===== src/hdl/tomasulo_pkg.sv =====
`default_nettype none

package tomasulo_pkg;

    localparam int data_w     = 16;
    localparam int reg_w      = 4;
    localparam int num_regs   = 1 << reg_w;
    localparam int rob_w      = 3;
    localparam int rob_depth  = 8;
    localparam int rs_depth   = 3;
    localparam int rs_w       = 2;   // index into a station
    localparam int age_w      = 2;   // counts younger entries, at most rs_depth-1
    localparam int mul_cycles = 3;
    localparam int div_cycles = 5;
    localparam int cycle_w    = 3;
    localparam int opcode_w   = 4;

    typedef logic [cycle_w-1:0] cycle_t;

    typedef enum logic [opcode_w-1:0] {
        op_add = 4'd0,
        op_sub = 4'd1,
        op_mul = 4'd2,
        op_div = 4'd3,
        op_li  = 4'd4
    } opcode_t;

endpackage

`default_nettype wire


===== src/hdl/reservation_station.sv =====
`timescale 1ns/1ps
`default_nettype none

module reservation_station (
    input  wire                                 clk1,
    input  wire                                 rst_n,
    input  wire                                 alloc,
    input  wire tomasulo_pkg::opcode_t          alloc_op,
    input  wire [tomasulo_pkg::rob_w-1:0]       alloc_tag,
    input  wire [tomasulo_pkg::data_w-1:0]      a_value,
    input  wire [tomasulo_pkg::rob_w-1:0]       a_tag,
    input  wire                                 a_ready,
    input  wire [tomasulo_pkg::data_w-1:0]      b_value,
    input  wire [tomasulo_pkg::rob_w-1:0]       b_tag,
    input  wire                                 b_ready,
    input  wire                                 unit_busy,
    input  wire                                 cdb_valid,
    input  wire [tomasulo_pkg::rob_w-1:0]       cdb_tag,
    input  wire [tomasulo_pkg::data_w-1:0]      cdb_value,
    output logic                                full,
    output logic                                disp_valid,
    output tomasulo_pkg::opcode_t               disp_op,
    output logic [tomasulo_pkg::data_w-1:0]     disp_a,
    output logic [tomasulo_pkg::data_w-1:0]     disp_b,
    output logic [tomasulo_pkg::rob_w-1:0]      disp_tag
);

    logic [tomasulo_pkg::rs_depth-1:0]  busy;
    logic [tomasulo_pkg::rs_depth-1:0]  a_rdy;
    logic [tomasulo_pkg::rs_depth-1:0]  b_rdy;
    logic [tomasulo_pkg::rs_depth-1:0]  older;
    logic [tomasulo_pkg::age_w-1:0]     age    [tomasulo_pkg::rs_depth];
    tomasulo_pkg::opcode_t              op     [tomasulo_pkg::rs_depth];
    logic [tomasulo_pkg::rob_w-1:0]     tag    [tomasulo_pkg::rs_depth];
    logic [tomasulo_pkg::data_w-1:0]    a_val  [tomasulo_pkg::rs_depth];
    logic [tomasulo_pkg::rob_w-1:0]     a_wait [tomasulo_pkg::rs_depth];
    logic [tomasulo_pkg::data_w-1:0]    b_val  [tomasulo_pkg::rs_depth];
    logic [tomasulo_pkg::rob_w-1:0]     b_wait [tomasulo_pkg::rs_depth];
    logic [tomasulo_pkg::rs_w-1:0]      free_idx;
    logic [tomasulo_pkg::rs_w-1:0]      sel_idx;
    logic                               sel_found;

    always_comb
    begin
        full     = 1'b1;
        free_idx = '0;
        for (int i = tomasulo_pkg::rs_depth - 1; i >= 0; i--)
        begin
            if (!busy[i])
            begin
                full     = 1'b0;
                free_idx = i[tomasulo_pkg::rs_w-1:0];   // lowest free slot wins
            end
        end
    end

    // the oldest entry is the one with the most younger entries behind it
    always_comb
    begin
        sel_found = 1'b0;
        sel_idx   = '0;
        for (int i = 0; i < tomasulo_pkg::rs_depth; i++)
        begin
            if (busy[i] && a_rdy[i] && b_rdy[i] && (!sel_found || age[i] > age[sel_idx]))
            begin
                sel_found = 1'b1;
                sel_idx   = i[tomasulo_pkg::rs_w-1:0];
            end
        end
        for (int i = 0; i < tomasulo_pkg::rs_depth; i++)
            older[i] = disp_valid && busy[i] && age[i] > age[sel_idx];
    end

    assign disp_valid = sel_found && !unit_busy;
    assign disp_op    = op[sel_idx];
    assign disp_a     = a_val[sel_idx];
    assign disp_b     = b_val[sel_idx];
    assign disp_tag   = tag[sel_idx];

    always_ff @(posedge clk1 or negedge rst_n)
    begin
        if (!rst_n)
        begin
            busy  <= '0;
            a_rdy <= '0;
            b_rdy <= '0;
            age   <= '{default: '0};
        end
        else
        begin
            for (int i = 0; i < tomasulo_pkg::rs_depth; i++)
            begin
                if (busy[i] && !a_rdy[i] && cdb_valid && cdb_tag == a_wait[i])
                    a_rdy[i] <= 1'b1;
                if (busy[i] && !b_rdy[i] && cdb_valid && cdb_tag == b_wait[i])
                    b_rdy[i] <= 1'b1;
                if (busy[i] && alloc && !older[i])
                    age[i] <= age[i] + 1;
                else if (busy[i] && !alloc && older[i])
                    age[i] <= age[i] - 1;
            end
            if (disp_valid)
                busy[sel_idx] <= 1'b0;
            if (alloc)
            begin
                busy[free_idx]  <= 1'b1;
                a_rdy[free_idx] <= a_ready;
                b_rdy[free_idx] <= b_ready;
                age[free_idx]   <= '0;
            end
        end
    end

    always_ff @(posedge clk1)
    begin
        for (int i = 0; i < tomasulo_pkg::rs_depth; i++)
        begin
            if (busy[i] && !a_rdy[i] && cdb_valid && cdb_tag == a_wait[i])
                a_val[i] <= cdb_value;
            if (busy[i] && !b_rdy[i] && cdb_valid && cdb_tag == b_wait[i])
                b_val[i] <= cdb_value;
        end
        if (alloc)
        begin
            op[free_idx]     <= alloc_op;
            tag[free_idx]    <= alloc_tag;
            a_val[free_idx]  <= a_value;
            a_wait[free_idx] <= a_tag;
            b_val[free_idx]  <= b_value;
            b_wait[free_idx] <= b_tag;
        end
    end

endmodule

`default_nettype wire


===== src/hdl/add_exec.sv =====
`timescale 1ns/1ps
`default_nettype none

module add_exec (
    input  wire                                 clk1,
    input  wire                                 rst_n,
    input  wire                                 disp_valid,
    input  wire tomasulo_pkg::opcode_t          disp_op,
    input  wire [tomasulo_pkg::data_w-1:0]      disp_a,
    input  wire [tomasulo_pkg::data_w-1:0]      disp_b,
    input  wire [tomasulo_pkg::rob_w-1:0]       disp_tag,
    input  wire                                 mul_req,
    input  wire [tomasulo_pkg::rob_w-1:0]       mul_tag,
    input  wire [tomasulo_pkg::data_w-1:0]      mul_value,
    output logic                                busy,
    output logic                                cdb_valid,
    output logic [tomasulo_pkg::rob_w-1:0]      cdb_tag,
    output logic [tomasulo_pkg::data_w-1:0]     cdb_value
);

    logic                               res_valid;
    logic [tomasulo_pkg::rob_w-1:0]     res_tag;
    logic [tomasulo_pkg::data_w-1:0]    res_value;

    assign busy      = res_valid && mul_req;   // our result stays parked one more cycle
    assign cdb_valid = res_valid || mul_req;
    assign cdb_tag   = mul_req ? mul_tag : res_tag;
    assign cdb_value = mul_req ? mul_value : res_value;

    always_ff @(posedge clk1 or negedge rst_n)
    begin
        if (!rst_n)
            res_valid <= 1'b0;
        else if (disp_valid)
            res_valid <= 1'b1;
        else if (!mul_req)
            res_valid <= 1'b0;   // it went out on the bus this cycle
    end

    always_ff @(posedge clk1)
    begin
        if (disp_valid)
        begin
            res_tag <= disp_tag;
            case (disp_op)
                tomasulo_pkg::op_sub: res_value <= disp_a - disp_b;
                tomasulo_pkg::op_li:  res_value <= disp_b;   // immediate rides in b
                default:              res_value <= disp_a + disp_b;
            endcase
        end
    end

endmodule

`default_nettype wire


===== src/hdl/mul_exec.sv =====
`timescale 1ns/1ps
`default_nettype none

module mul_exec (
    input  wire                                 clk1,
    input  wire                                 rst_n,
    input  wire                                 disp_valid,
    input  wire tomasulo_pkg::opcode_t          disp_op,
    input  wire [tomasulo_pkg::data_w-1:0]      disp_a,
    input  wire [tomasulo_pkg::data_w-1:0]      disp_b,
    input  wire [tomasulo_pkg::rob_w-1:0]       disp_tag,
    output logic                                busy,
    output logic                                mul_req,
    output logic [tomasulo_pkg::rob_w-1:0]      mul_tag,
    output logic [tomasulo_pkg::data_w-1:0]     mul_value
);

    tomasulo_pkg::opcode_t              op_r;
    tomasulo_pkg::cycle_t               cnt;
    logic [tomasulo_pkg::data_w-1:0]    a_r;
    logic [tomasulo_pkg::data_w-1:0]    b_r;
    logic [tomasulo_pkg::data_w-1:0]    a_lo;
    logic [tomasulo_pkg::data_w-1:0]    b_lo;
    logic [tomasulo_pkg::data_w-1:0]    result;
    logic [tomasulo_pkg::rob_w-1:0]     tag_r;
    logic                               fire;

    assign fire = busy && cnt == 1;   // last counted cycle
    assign a_lo = {8'h00, a_r[7:0]};
    assign b_lo = {8'h00, b_r[7:0]};

    always_comb
    begin
        if (op_r == tomasulo_pkg::op_div)
            result = (b_r == '0) ? '1 : a_r / b_r;   // divide by zero saturates
        else
            result = a_lo * b_lo;
    end

    always_ff @(posedge clk1 or negedge rst_n)
    begin
        if (!rst_n)
        begin
            busy    <= 1'b0;
            mul_req <= 1'b0;
            cnt     <= '0;
        end
        else
        begin
            mul_req <= fire;
            if (disp_valid)
            begin
                busy <= 1'b1;
                if (disp_op == tomasulo_pkg::op_div)
                    cnt <= tomasulo_pkg::cycle_t'(tomasulo_pkg::div_cycles - 1);
                else
                    cnt <= tomasulo_pkg::cycle_t'(tomasulo_pkg::mul_cycles - 1);
            end
            else if (busy)
            begin
                cnt <= cnt - 1;
                if (fire)
                    busy <= 1'b0;
            end
        end
    end

    always_ff @(posedge clk1)
    begin
        if (disp_valid)
        begin
            op_r  <= disp_op;
            a_r   <= disp_a;
            b_r   <= disp_b;
            tag_r <= disp_tag;
        end
        if (fire)
        begin
            mul_tag   <= tag_r;
            mul_value <= result;
        end
    end

    // the station must hold off while an operation is in flight
    a_no_disp_busy: assert property (@(posedge clk1) disable iff (!rst_n)
        disp_valid |-> !busy);

endmodule

`default_nettype wire


===== src/hdl/reorder_buffer.sv =====
`timescale 1ns/1ps
`default_nettype none

module reorder_buffer (
    input  wire                                 clk1,
    input  wire                                 rst_n,
    input  wire                                 alloc,
    input  wire [tomasulo_pkg::reg_w-1:0]       alloc_rd,
    input  wire                                 cdb_valid,
    input  wire [tomasulo_pkg::rob_w-1:0]       cdb_tag,
    input  wire [tomasulo_pkg::data_w-1:0]      cdb_value,
    input  wire [tomasulo_pkg::rob_w-1:0]       query_a_tag,
    input  wire [tomasulo_pkg::rob_w-1:0]       query_b_tag,
    output logic                                full,
    output logic [tomasulo_pkg::rob_w-1:0]      alloc_tag,
    output logic                                query_a_ready,
    output logic [tomasulo_pkg::data_w-1:0]     query_a_value,
    output logic                                query_b_ready,
    output logic [tomasulo_pkg::data_w-1:0]     query_b_value,
    output logic                                commit_valid,
    output logic [tomasulo_pkg::reg_w-1:0]      commit_rd,
    output logic [tomasulo_pkg::data_w-1:0]     commit_value,
    output logic [tomasulo_pkg::rob_w-1:0]      commit_tag
);

    logic [tomasulo_pkg::rob_depth-1:0] busy;
    logic [tomasulo_pkg::rob_depth-1:0] ready;
    logic [tomasulo_pkg::reg_w-1:0]     rd_q    [tomasulo_pkg::rob_depth];
    logic [tomasulo_pkg::data_w-1:0]    value_q [tomasulo_pkg::rob_depth];
    logic [tomasulo_pkg::rob_w-1:0]     head;
    logic [tomasulo_pkg::rob_w-1:0]     tail;
    logic [tomasulo_pkg::rob_w:0]       count;

    assign full          = count == tomasulo_pkg::rob_depth;
    assign alloc_tag     = tail;
    assign query_a_ready = ready[query_a_tag];
    assign query_a_value = value_q[query_a_tag];
    assign query_b_ready = ready[query_b_tag];
    assign query_b_value = value_q[query_b_tag];
    assign commit_valid  = busy[head] && ready[head];
    assign commit_rd     = rd_q[head];
    assign commit_value  = value_q[head];
    assign commit_tag    = head;

    always_ff @(posedge clk1 or negedge rst_n)
    begin
        if (!rst_n)
        begin
            busy  <= '0;
            ready <= '0;
            head  <= '0;
            tail  <= '0;
            count <= '0;
        end
        else
        begin
            if (cdb_valid)
                ready[cdb_tag] <= 1'b1;
            if (commit_valid)
            begin
                busy[head]  <= 1'b0;
                ready[head] <= 1'b0;
                head        <= head + 1;   // depth is a power of two so the pointer wraps
            end
            if (alloc)
            begin
                busy[tail]  <= 1'b1;
                ready[tail] <= 1'b0;
                tail        <= tail + 1;
            end
            if (alloc && !commit_valid)
                count <= count + 1;
            else if (!alloc && commit_valid)
                count <= count - 1;
        end
    end

    always_ff @(posedge clk1)
    begin
        if (alloc)
            rd_q[tail] <= alloc_rd;
        if (cdb_valid)
            value_q[cdb_tag] <= cdb_value;
    end

    // results are only ever broadcast for instructions still in flight
    a_cdb_tag_busy: assert property (@(posedge clk1) disable iff (!rst_n)
        cdb_valid |-> busy[cdb_tag] && !ready[cdb_tag]);

endmodule

`default_nettype wire


===== src/hdl/register_status.sv =====
`timescale 1ns/1ps
`default_nettype none

module register_status (
    input  wire                                 clk1,
    input  wire                                 rst_n,
    input  wire                                 rename,
    input  wire [tomasulo_pkg::reg_w-1:0]       rename_rd,
    input  wire [tomasulo_pkg::rob_w-1:0]       rename_tag,
    input  wire [tomasulo_pkg::reg_w-1:0]       rs1,
    input  wire [tomasulo_pkg::reg_w-1:0]       rs2,
    input  wire                                 commit_valid,
    input  wire [tomasulo_pkg::reg_w-1:0]       commit_rd,
    input  wire [tomasulo_pkg::data_w-1:0]      commit_value,
    input  wire [tomasulo_pkg::rob_w-1:0]       commit_tag,
    output logic [tomasulo_pkg::data_w-1:0]     rs1_value,
    output logic                                rs1_busy,
    output logic [tomasulo_pkg::rob_w-1:0]      rs1_tag,
    output logic [tomasulo_pkg::data_w-1:0]     rs2_value,
    output logic                                rs2_busy,
    output logic [tomasulo_pkg::rob_w-1:0]      rs2_tag
);

    logic [tomasulo_pkg::data_w-1:0]    value_q [tomasulo_pkg::num_regs];
    logic [tomasulo_pkg::rob_w-1:0]     tag_q   [tomasulo_pkg::num_regs];
    logic [tomasulo_pkg::num_regs-1:0]  busy_q;

    assign rs1_value = value_q[rs1];
    assign rs1_busy  = busy_q[rs1];
    assign rs1_tag   = tag_q[rs1];
    assign rs2_value = value_q[rs2];
    assign rs2_busy  = busy_q[rs2];
    assign rs2_tag   = tag_q[rs2];

    always_ff @(posedge clk1 or negedge rst_n)
    begin
        if (!rst_n)
        begin
            busy_q  <= '0;
            value_q <= '{default: '0};
        end
        else
        begin
            if (commit_valid)
            begin
                value_q[commit_rd] <= commit_value;
                if (tag_q[commit_rd] == commit_tag)
                    busy_q[commit_rd] <= 1'b0;   // a newer writer keeps the register renamed
            end
            if (rename)
                busy_q[rename_rd] <= 1'b1;
        end
    end

    always_ff @(posedge clk1)
    begin
        if (rename)
            tag_q[rename_rd] <= rename_tag;
    end

endmodule

`default_nettype wire


===== src/hdl/tomasulo_core.sv =====
`timescale 1ns/1ps
`default_nettype none

module tomasulo_core (
    input  wire                                 clk1,
    input  wire                                 rst_n,
    input  wire                                 issue_valid,
    input  wire tomasulo_pkg::opcode_t          issue_op,
    input  wire [tomasulo_pkg::reg_w-1:0]       issue_rd,
    input  wire [tomasulo_pkg::reg_w-1:0]       issue_rs1,
    input  wire [tomasulo_pkg::reg_w-1:0]       issue_rs2,
    input  wire [tomasulo_pkg::data_w-1:0]      issue_imm,
    output logic                                issue_stall,
    output logic                                commit_valid,
    output logic [tomasulo_pkg::reg_w-1:0]      commit_rd,
    output logic [tomasulo_pkg::data_w-1:0]     commit_value
);

    logic                               issue_fire, to_mul, is_li;
    logic                               add_full, mul_full, rob_full;
    logic [tomasulo_pkg::rob_w-1:0]     rob_tag, commit_tag;
    logic [tomasulo_pkg::data_w-1:0]    rs1_value, rs2_value, qa_value, qb_value;
    logic                               rs1_busy, rs2_busy, qa_ready, qb_ready;
    logic [tomasulo_pkg::rob_w-1:0]     rs1_tag, rs2_tag;
    logic [tomasulo_pkg::data_w-1:0]    a_value, b_value;
    logic                               a_ready, b_ready;
    logic                               cdb_valid;
    logic [tomasulo_pkg::rob_w-1:0]     cdb_tag;
    logic [tomasulo_pkg::data_w-1:0]    cdb_value;
    logic                               add_disp, add_busy, mul_disp, mul_busy, mul_req;
    tomasulo_pkg::opcode_t              add_op, mul_op;
    logic [tomasulo_pkg::data_w-1:0]    add_a, add_b, mul_a, mul_b, mul_value;
    logic [tomasulo_pkg::rob_w-1:0]     add_tag, mul_tag, mul_res_tag;

    // a source is ready from the register file, then the ROB, then this cycle's CDB
    function automatic logic [tomasulo_pkg::data_w:0] pick(
        input logic                             busy,
        input logic [tomasulo_pkg::data_w-1:0]  reg_value,
        input logic [tomasulo_pkg::rob_w-1:0]   tag,
        input logic                             rob_ready,
        input logic [tomasulo_pkg::data_w-1:0]  rob_value,
        input logic                             bus_valid,
        input logic [tomasulo_pkg::rob_w-1:0]   bus_tag,
        input logic [tomasulo_pkg::data_w-1:0]  bus_value
    );
        if (!busy)
            return {1'b1, reg_value};
        if (rob_ready)
            return {1'b1, rob_value};
        if (bus_valid && bus_tag == tag)
            return {1'b1, bus_value};
        return {1'b0, reg_value};
    endfunction

    assign to_mul      = issue_op == tomasulo_pkg::op_mul || issue_op == tomasulo_pkg::op_div;
    assign is_li       = issue_op == tomasulo_pkg::op_li;
    assign issue_stall = rob_full || (to_mul ? mul_full : add_full);
    assign issue_fire  = issue_valid && !issue_stall;
    assign {a_ready, a_value} = is_li ? {1'b1, issue_imm} : pick(rs1_busy, rs1_value,
        rs1_tag, qa_ready, qa_value, cdb_valid, cdb_tag, cdb_value);
    assign {b_ready, b_value} = is_li ? {1'b1, issue_imm} : pick(rs2_busy, rs2_value,
        rs2_tag, qb_ready, qb_value, cdb_valid, cdb_tag, cdb_value);

    reservation_station u_add_rs (.clk1, .rst_n, .alloc(issue_fire && !to_mul),
        .alloc_op(issue_op), .alloc_tag(rob_tag), .a_value, .a_tag(rs1_tag), .a_ready,
        .b_value, .b_tag(rs2_tag), .b_ready, .unit_busy(add_busy), .cdb_valid, .cdb_tag,
        .cdb_value, .full(add_full), .disp_valid(add_disp), .disp_op(add_op),
        .disp_a(add_a), .disp_b(add_b), .disp_tag(add_tag));
    reservation_station u_mul_rs (.clk1, .rst_n, .alloc(issue_fire && to_mul),
        .alloc_op(issue_op), .alloc_tag(rob_tag), .a_value, .a_tag(rs1_tag), .a_ready,
        .b_value, .b_tag(rs2_tag), .b_ready, .unit_busy(mul_busy), .cdb_valid, .cdb_tag,
        .cdb_value, .full(mul_full), .disp_valid(mul_disp), .disp_op(mul_op),
        .disp_a(mul_a), .disp_b(mul_b), .disp_tag(mul_tag));
    add_exec u_add_exec (.clk1, .rst_n, .disp_valid(add_disp), .disp_op(add_op),
        .disp_a(add_a), .disp_b(add_b), .disp_tag(add_tag), .mul_req,
        .mul_tag(mul_res_tag), .mul_value, .busy(add_busy), .cdb_valid, .cdb_tag,
        .cdb_value);
    mul_exec u_mul_exec (.clk1, .rst_n, .disp_valid(mul_disp), .disp_op(mul_op),
        .disp_a(mul_a), .disp_b(mul_b), .disp_tag(mul_tag), .busy(mul_busy), .mul_req,
        .mul_tag(mul_res_tag), .mul_value);
    reorder_buffer u_rob (.clk1, .rst_n, .alloc(issue_fire), .alloc_rd(issue_rd),
        .cdb_valid, .cdb_tag, .cdb_value, .query_a_tag(rs1_tag), .query_b_tag(rs2_tag),
        .full(rob_full), .alloc_tag(rob_tag), .query_a_ready(qa_ready),
        .query_a_value(qa_value), .query_b_ready(qb_ready), .query_b_value(qb_value),
        .commit_valid, .commit_rd, .commit_value, .commit_tag);
    register_status u_regs (.clk1, .rst_n, .rename(issue_fire), .rename_rd(issue_rd),
        .rename_tag(rob_tag), .rs1(issue_rs1), .rs2(issue_rs2), .commit_valid, .commit_rd,
        .commit_value, .commit_tag, .rs1_value, .rs1_busy, .rs1_tag, .rs2_value, .rs2_busy,
        .rs2_tag);

endmodule

`default_nettype wire


===== config.mk =====
export PLATFORM = sky130hd
export DESIGN_NAME = tomasulo_core
export DESIGN_NICKNAME = d
export VERILOG_FILES = /design/src/hdl/tomasulo_pkg.sv /design/src/hdl/reservation_station.sv /design/src/hdl/add_exec.sv /design/src/hdl/mul_exec.sv /design/src/hdl/reorder_buffer.sv /design/src/hdl/register_status.sv /design/src/hdl/tomasulo_core.sv
export SDC_FILE = /design/constraint.sdc
export NUM_CORES = 2
export LEC_CHECK = 0
export BUFFER_PORTS_ARGS = -buffer_cell sky130_fd_sc_hd__buf_2
export CORE_MARGIN = 2
export CORE_UTILIZATION = 60
export CTS_BUF_LIST = sky130_fd_sc_hd__clkbuf_8
export DETAILED_ROUTE_END_ITERATION = 16
export PLACE_DENSITY = 0.79
export SYNTH_ARGS = -nofsm -noshare
export SYNTH_HDL_FRONTEND = slang
export SYNTH_SLANG_ARGS = --single-unit

===== constraint.sdc =====
create_clock -name clk1 -period 25.6 [get_ports clk1]
set_input_delay 5.12 -clock clk1 [delete_from_list [all_inputs] [get_ports clk1]]
set_output_delay 5.12 -clock clk1 [all_outputs]
set_load 0.03 [all_outputs]

==> metrics.yaml <==
status: "finished, final reports clean"
syn_to_final_growth_pct: 11.8
syn_area_per_cell_um2: 10.7
antenna_found_initial: 4
path_clk_slew_ns: 0.06
wl_per_cell_um: 25.2
cp_num_buf_inv: 11
clockBufferDepth: 3
min_to: "u_mul_exec.mul_tag[0]$_DFFE_PP_"
synth_top_flop_cell: "edfxtp_1"
die_w_um: 305
synth-async-reset-ratio_pct: 37.6
die_h_um: 305
ys_seq_area_share_pct: 46.1
synth.area.top_cells: "edfxtp_1 31%, dfrtp_1 15%, mux4_2 10%"
setup.worst_path.end_class: "register"
muxShareOfSynthArea_pct: 14.8
clock_latency_ns: 0.83
drive_gt1_share_pct: 19.3
synth_most_common_cell: "nand2_1"
period_share_pct: 97.1
nNetsFinal: 5463
vdd_drop_max_uv: 90.0
arrival_ns: 25.39
power_mw: 9.06
r2r-end: "u_mul_exec.mul_value[0]$_DFFE_PP_"
start_util_pct: 60.4
wl_met1_um: 58700
cpLargestDelayFamily: "compound AO/OA/AOI/OAI gates"
yosysTopAreaCell: "edfxtp_1"
grt_max_degree: 179
synthSimpleGateAreaFrac_pct: 12.6
ys_top_cells_by_count: "695 x nand2_1, 555 x edfxtp_1, 515 x nor2_1"
cts-root-buf: "clkbuf_8"
cap_violations: 0
h-tree-depth: 4
grt-ovfl-total: 0
dp_hpwl_um: 108000
synth-edff-count: 555
skew_ns: 0.0637
synth_top_family_by_area: "multiplexers"
drt_iter0_drc: 5959
fin_setup_tns_ns: 0
r2r_start: "u_mul_exec.b_r[14]$_DFFE_PP_"
std_cell_rows: 110
cp_max_fo: 17
critical_path_class: "reg2reg"
final_area_um2: 60700
dr_wl_met3_um: 18300
yosysTopAreaCellShare_pct: 30.7
clock_sinks: 889
cts_hold_buf: 0
synth_compound_area_share_pct: 13.8
ys_ff_latch: 889
cpPeakStageDelay_ns: 0.44
synth_xor_area_share_pct: 2.71
ys_warn_count: 0
drcViolationCount: 0
viasPerCell: 6.74
p_per_area_nw_per_um2: 149
dr.pass1.iters: 9
synth_cell_types: 93
cts_tree: "done"
crit_start: "u_mul_exec.b_r[14]$_DFFE_PP_"
period_needed_ns: 24.86
hold_violations: 0
synthesis.nets: 5341
min-delay-start: "u_mul_exec.tag_r[0]$_DFFE_PP_"
grt_pass1_wl_um: 244000
cp.required_ns: 26.13
placed_cell_area_um2: 56500
wl_met2_um: 76800
hp-class: "reg2reg"
slew_violations: 0
io_pins: 57
crit_path_frequent_cell: "ha_1"
cellLeakagePower_nw: 24.1
fin_hold_ws_ns: 0.423
gp_congestion: 0.968
yosys.area_share.adder_pct: 6.45
grt_pass1_vias: 41900
max_slew_margin_pct: 20.3
dr.max_layer_used: "met5"
reg2regPathDepth: 118
start_kind: "register"
synth_cells: 5049
grtUsageTotal_pct: 34.5
portBuffers: 56
synth_area_um2: 54300
numCtsBuffers: 144
holdPathStages: 0
n_fill_cell: 6499
dieArea_um2: 92900
routed_wl_um: 163000
fmax_mhz: 40.2
crit_path_top_delay_cell: "edfxtp_1"
setup_viol: 0
ant_nets: 0
worst_pin_slew_ns: 1.20
rrSetupSlack_ns: 0.74
vias: 43600
core-area_um2: 89900
[power by group]
part	switching (mW)	total (mW)	leakage, nW	internal [mW]
clock	0.584	1.22	1.63	0.634
combinational	3.26	5.29	13.2	2.03
sequential	0.341	2.56	9.26	2.22
[per-layer routing]
metal	GRT usage, %	up-vias
met3	7.07	599
met2	55.4	2864
li1	-	18900
met5	0	-
met1	44.7	21200
met4	17.6	4
[sequential cells by signal, indices dropped and copies added (netlist names), 32 cells and up]
| name | count |
|---|---|
| u_regs.value_q | 256 |
| u_rob.value_q | 128 |
| u_add_rs.a_val | 48 |
| u_add_rs.b_val | 48 |
| u_mul_rs.a_val | 48 |
| u_mul_rs.b_val | 48 |
| u_regs.tag_q | 48 |
| u_rob.rd_q | 32 |
[logic make-up (layout without fill, tap and decap cells)]
group / Yosys count / after routing
AND/OR/NAND/NOR: 1586 / 1586
AO/OA/AOI/OAI: 1160 / 1160
flip-flops: 889 / 889
buffers and inverters: 497 / 734
multiplexers: 492 / 492
adder cells (fa/ha/maj): 257 / 257
XOR/XNOR: 168 / 168
other: 0 / 4
[cell type report]
| class | instances | area, um2 | area share, % |
|---|---|---|---|
| Timing Repair Buffer | 287 | 2090 | 3.44 |
| Clock buffer | 155 | 2130 | 3.52 |
| Sequential cell | 889 | 25000 | 41.2 |
| Antenna cell | 4 | 10.0 | 0.0165 |
| Tap cell | 1176 | 1470 | 2.42 |
| Inverter | 186 | 702 | 1.16 |
| Clock inverter | 106 | 666 | 1.10 |
| Multi-Input combinational cell | 3663 | 28600 | 47.1 |
[worst max path at each step]
stage                                              endpoint  depth (start not counted)  slack [ns]
after floorplan           u_mul_exec.mul_value[0]$_DFFE_PP_                        122        0.01
after global placement    u_mul_exec.mul_value[0]$_DFFE_PP_                        108       -0.05
after detailed placement  u_mul_exec.mul_value[0]$_DFFE_PP_                        108       -0.81
after CTS                 u_mul_exec.mul_value[0]$_DFFE_PP_                        112        0.01
after global routing      u_mul_exec.mul_value[0]$_DFFE_PP_                        119       -0.30
final                     u_mul_exec.mul_value[0]$_DFFE_PP_                        118        0.74
[timing repair]
| item | CTS | global route |
|---|---|---|
| pin swaps | 12 | 83 |
| endpoints found under the hold margin | 0 | 0 |
| gates resized for setup | 17 | 170 |
| setup endpoints to repair | 1 | 2 |
| cloned | 0 | 2 |
| buffers inserted | 7 | 43 |
[stage by stage]
stage               utilization, %  std cells  setup WS [ns]
floorplan                        -       5049         0.0119
global placement              62.9       6150        -0.0469
detailed placement            62.9       6150         -0.815
CTS                           66.1       6418         0.0119
global route                  67.5       6464         -0.298
finish                        67.5       6466          0.738
[cells in the final DEF (no fill, tap or decap), types with 22 or more instances in the layout]
cell type  count
mux2i_1      191
clkbuf_8     155
mux2_2        45
nor2b_1       41
nor3_1        56
xnor2_1      102
nand2_1      690
dfrtp_1      331
nand2b_1      25
a21oi_1      243
ha_1         188
clkinv_1      23
o211ai_1      30
o22ai_1       26
o21a_1        30
and3_1        22
fa_1          38
buf_2         52
edfxtp_1     555
a31oi_1       54
or3_1         39
nor2_1       506
o21ai_0      399
a21o_1        42
a211oi_1      30
and2_1        39
inv_1        223
buf_4        223
mux4_2       242
nand3_1       49
a32oi_1       32
ha_4          24
xor2_1        66
Note: power is estimated with default switching activity, not from simulation.
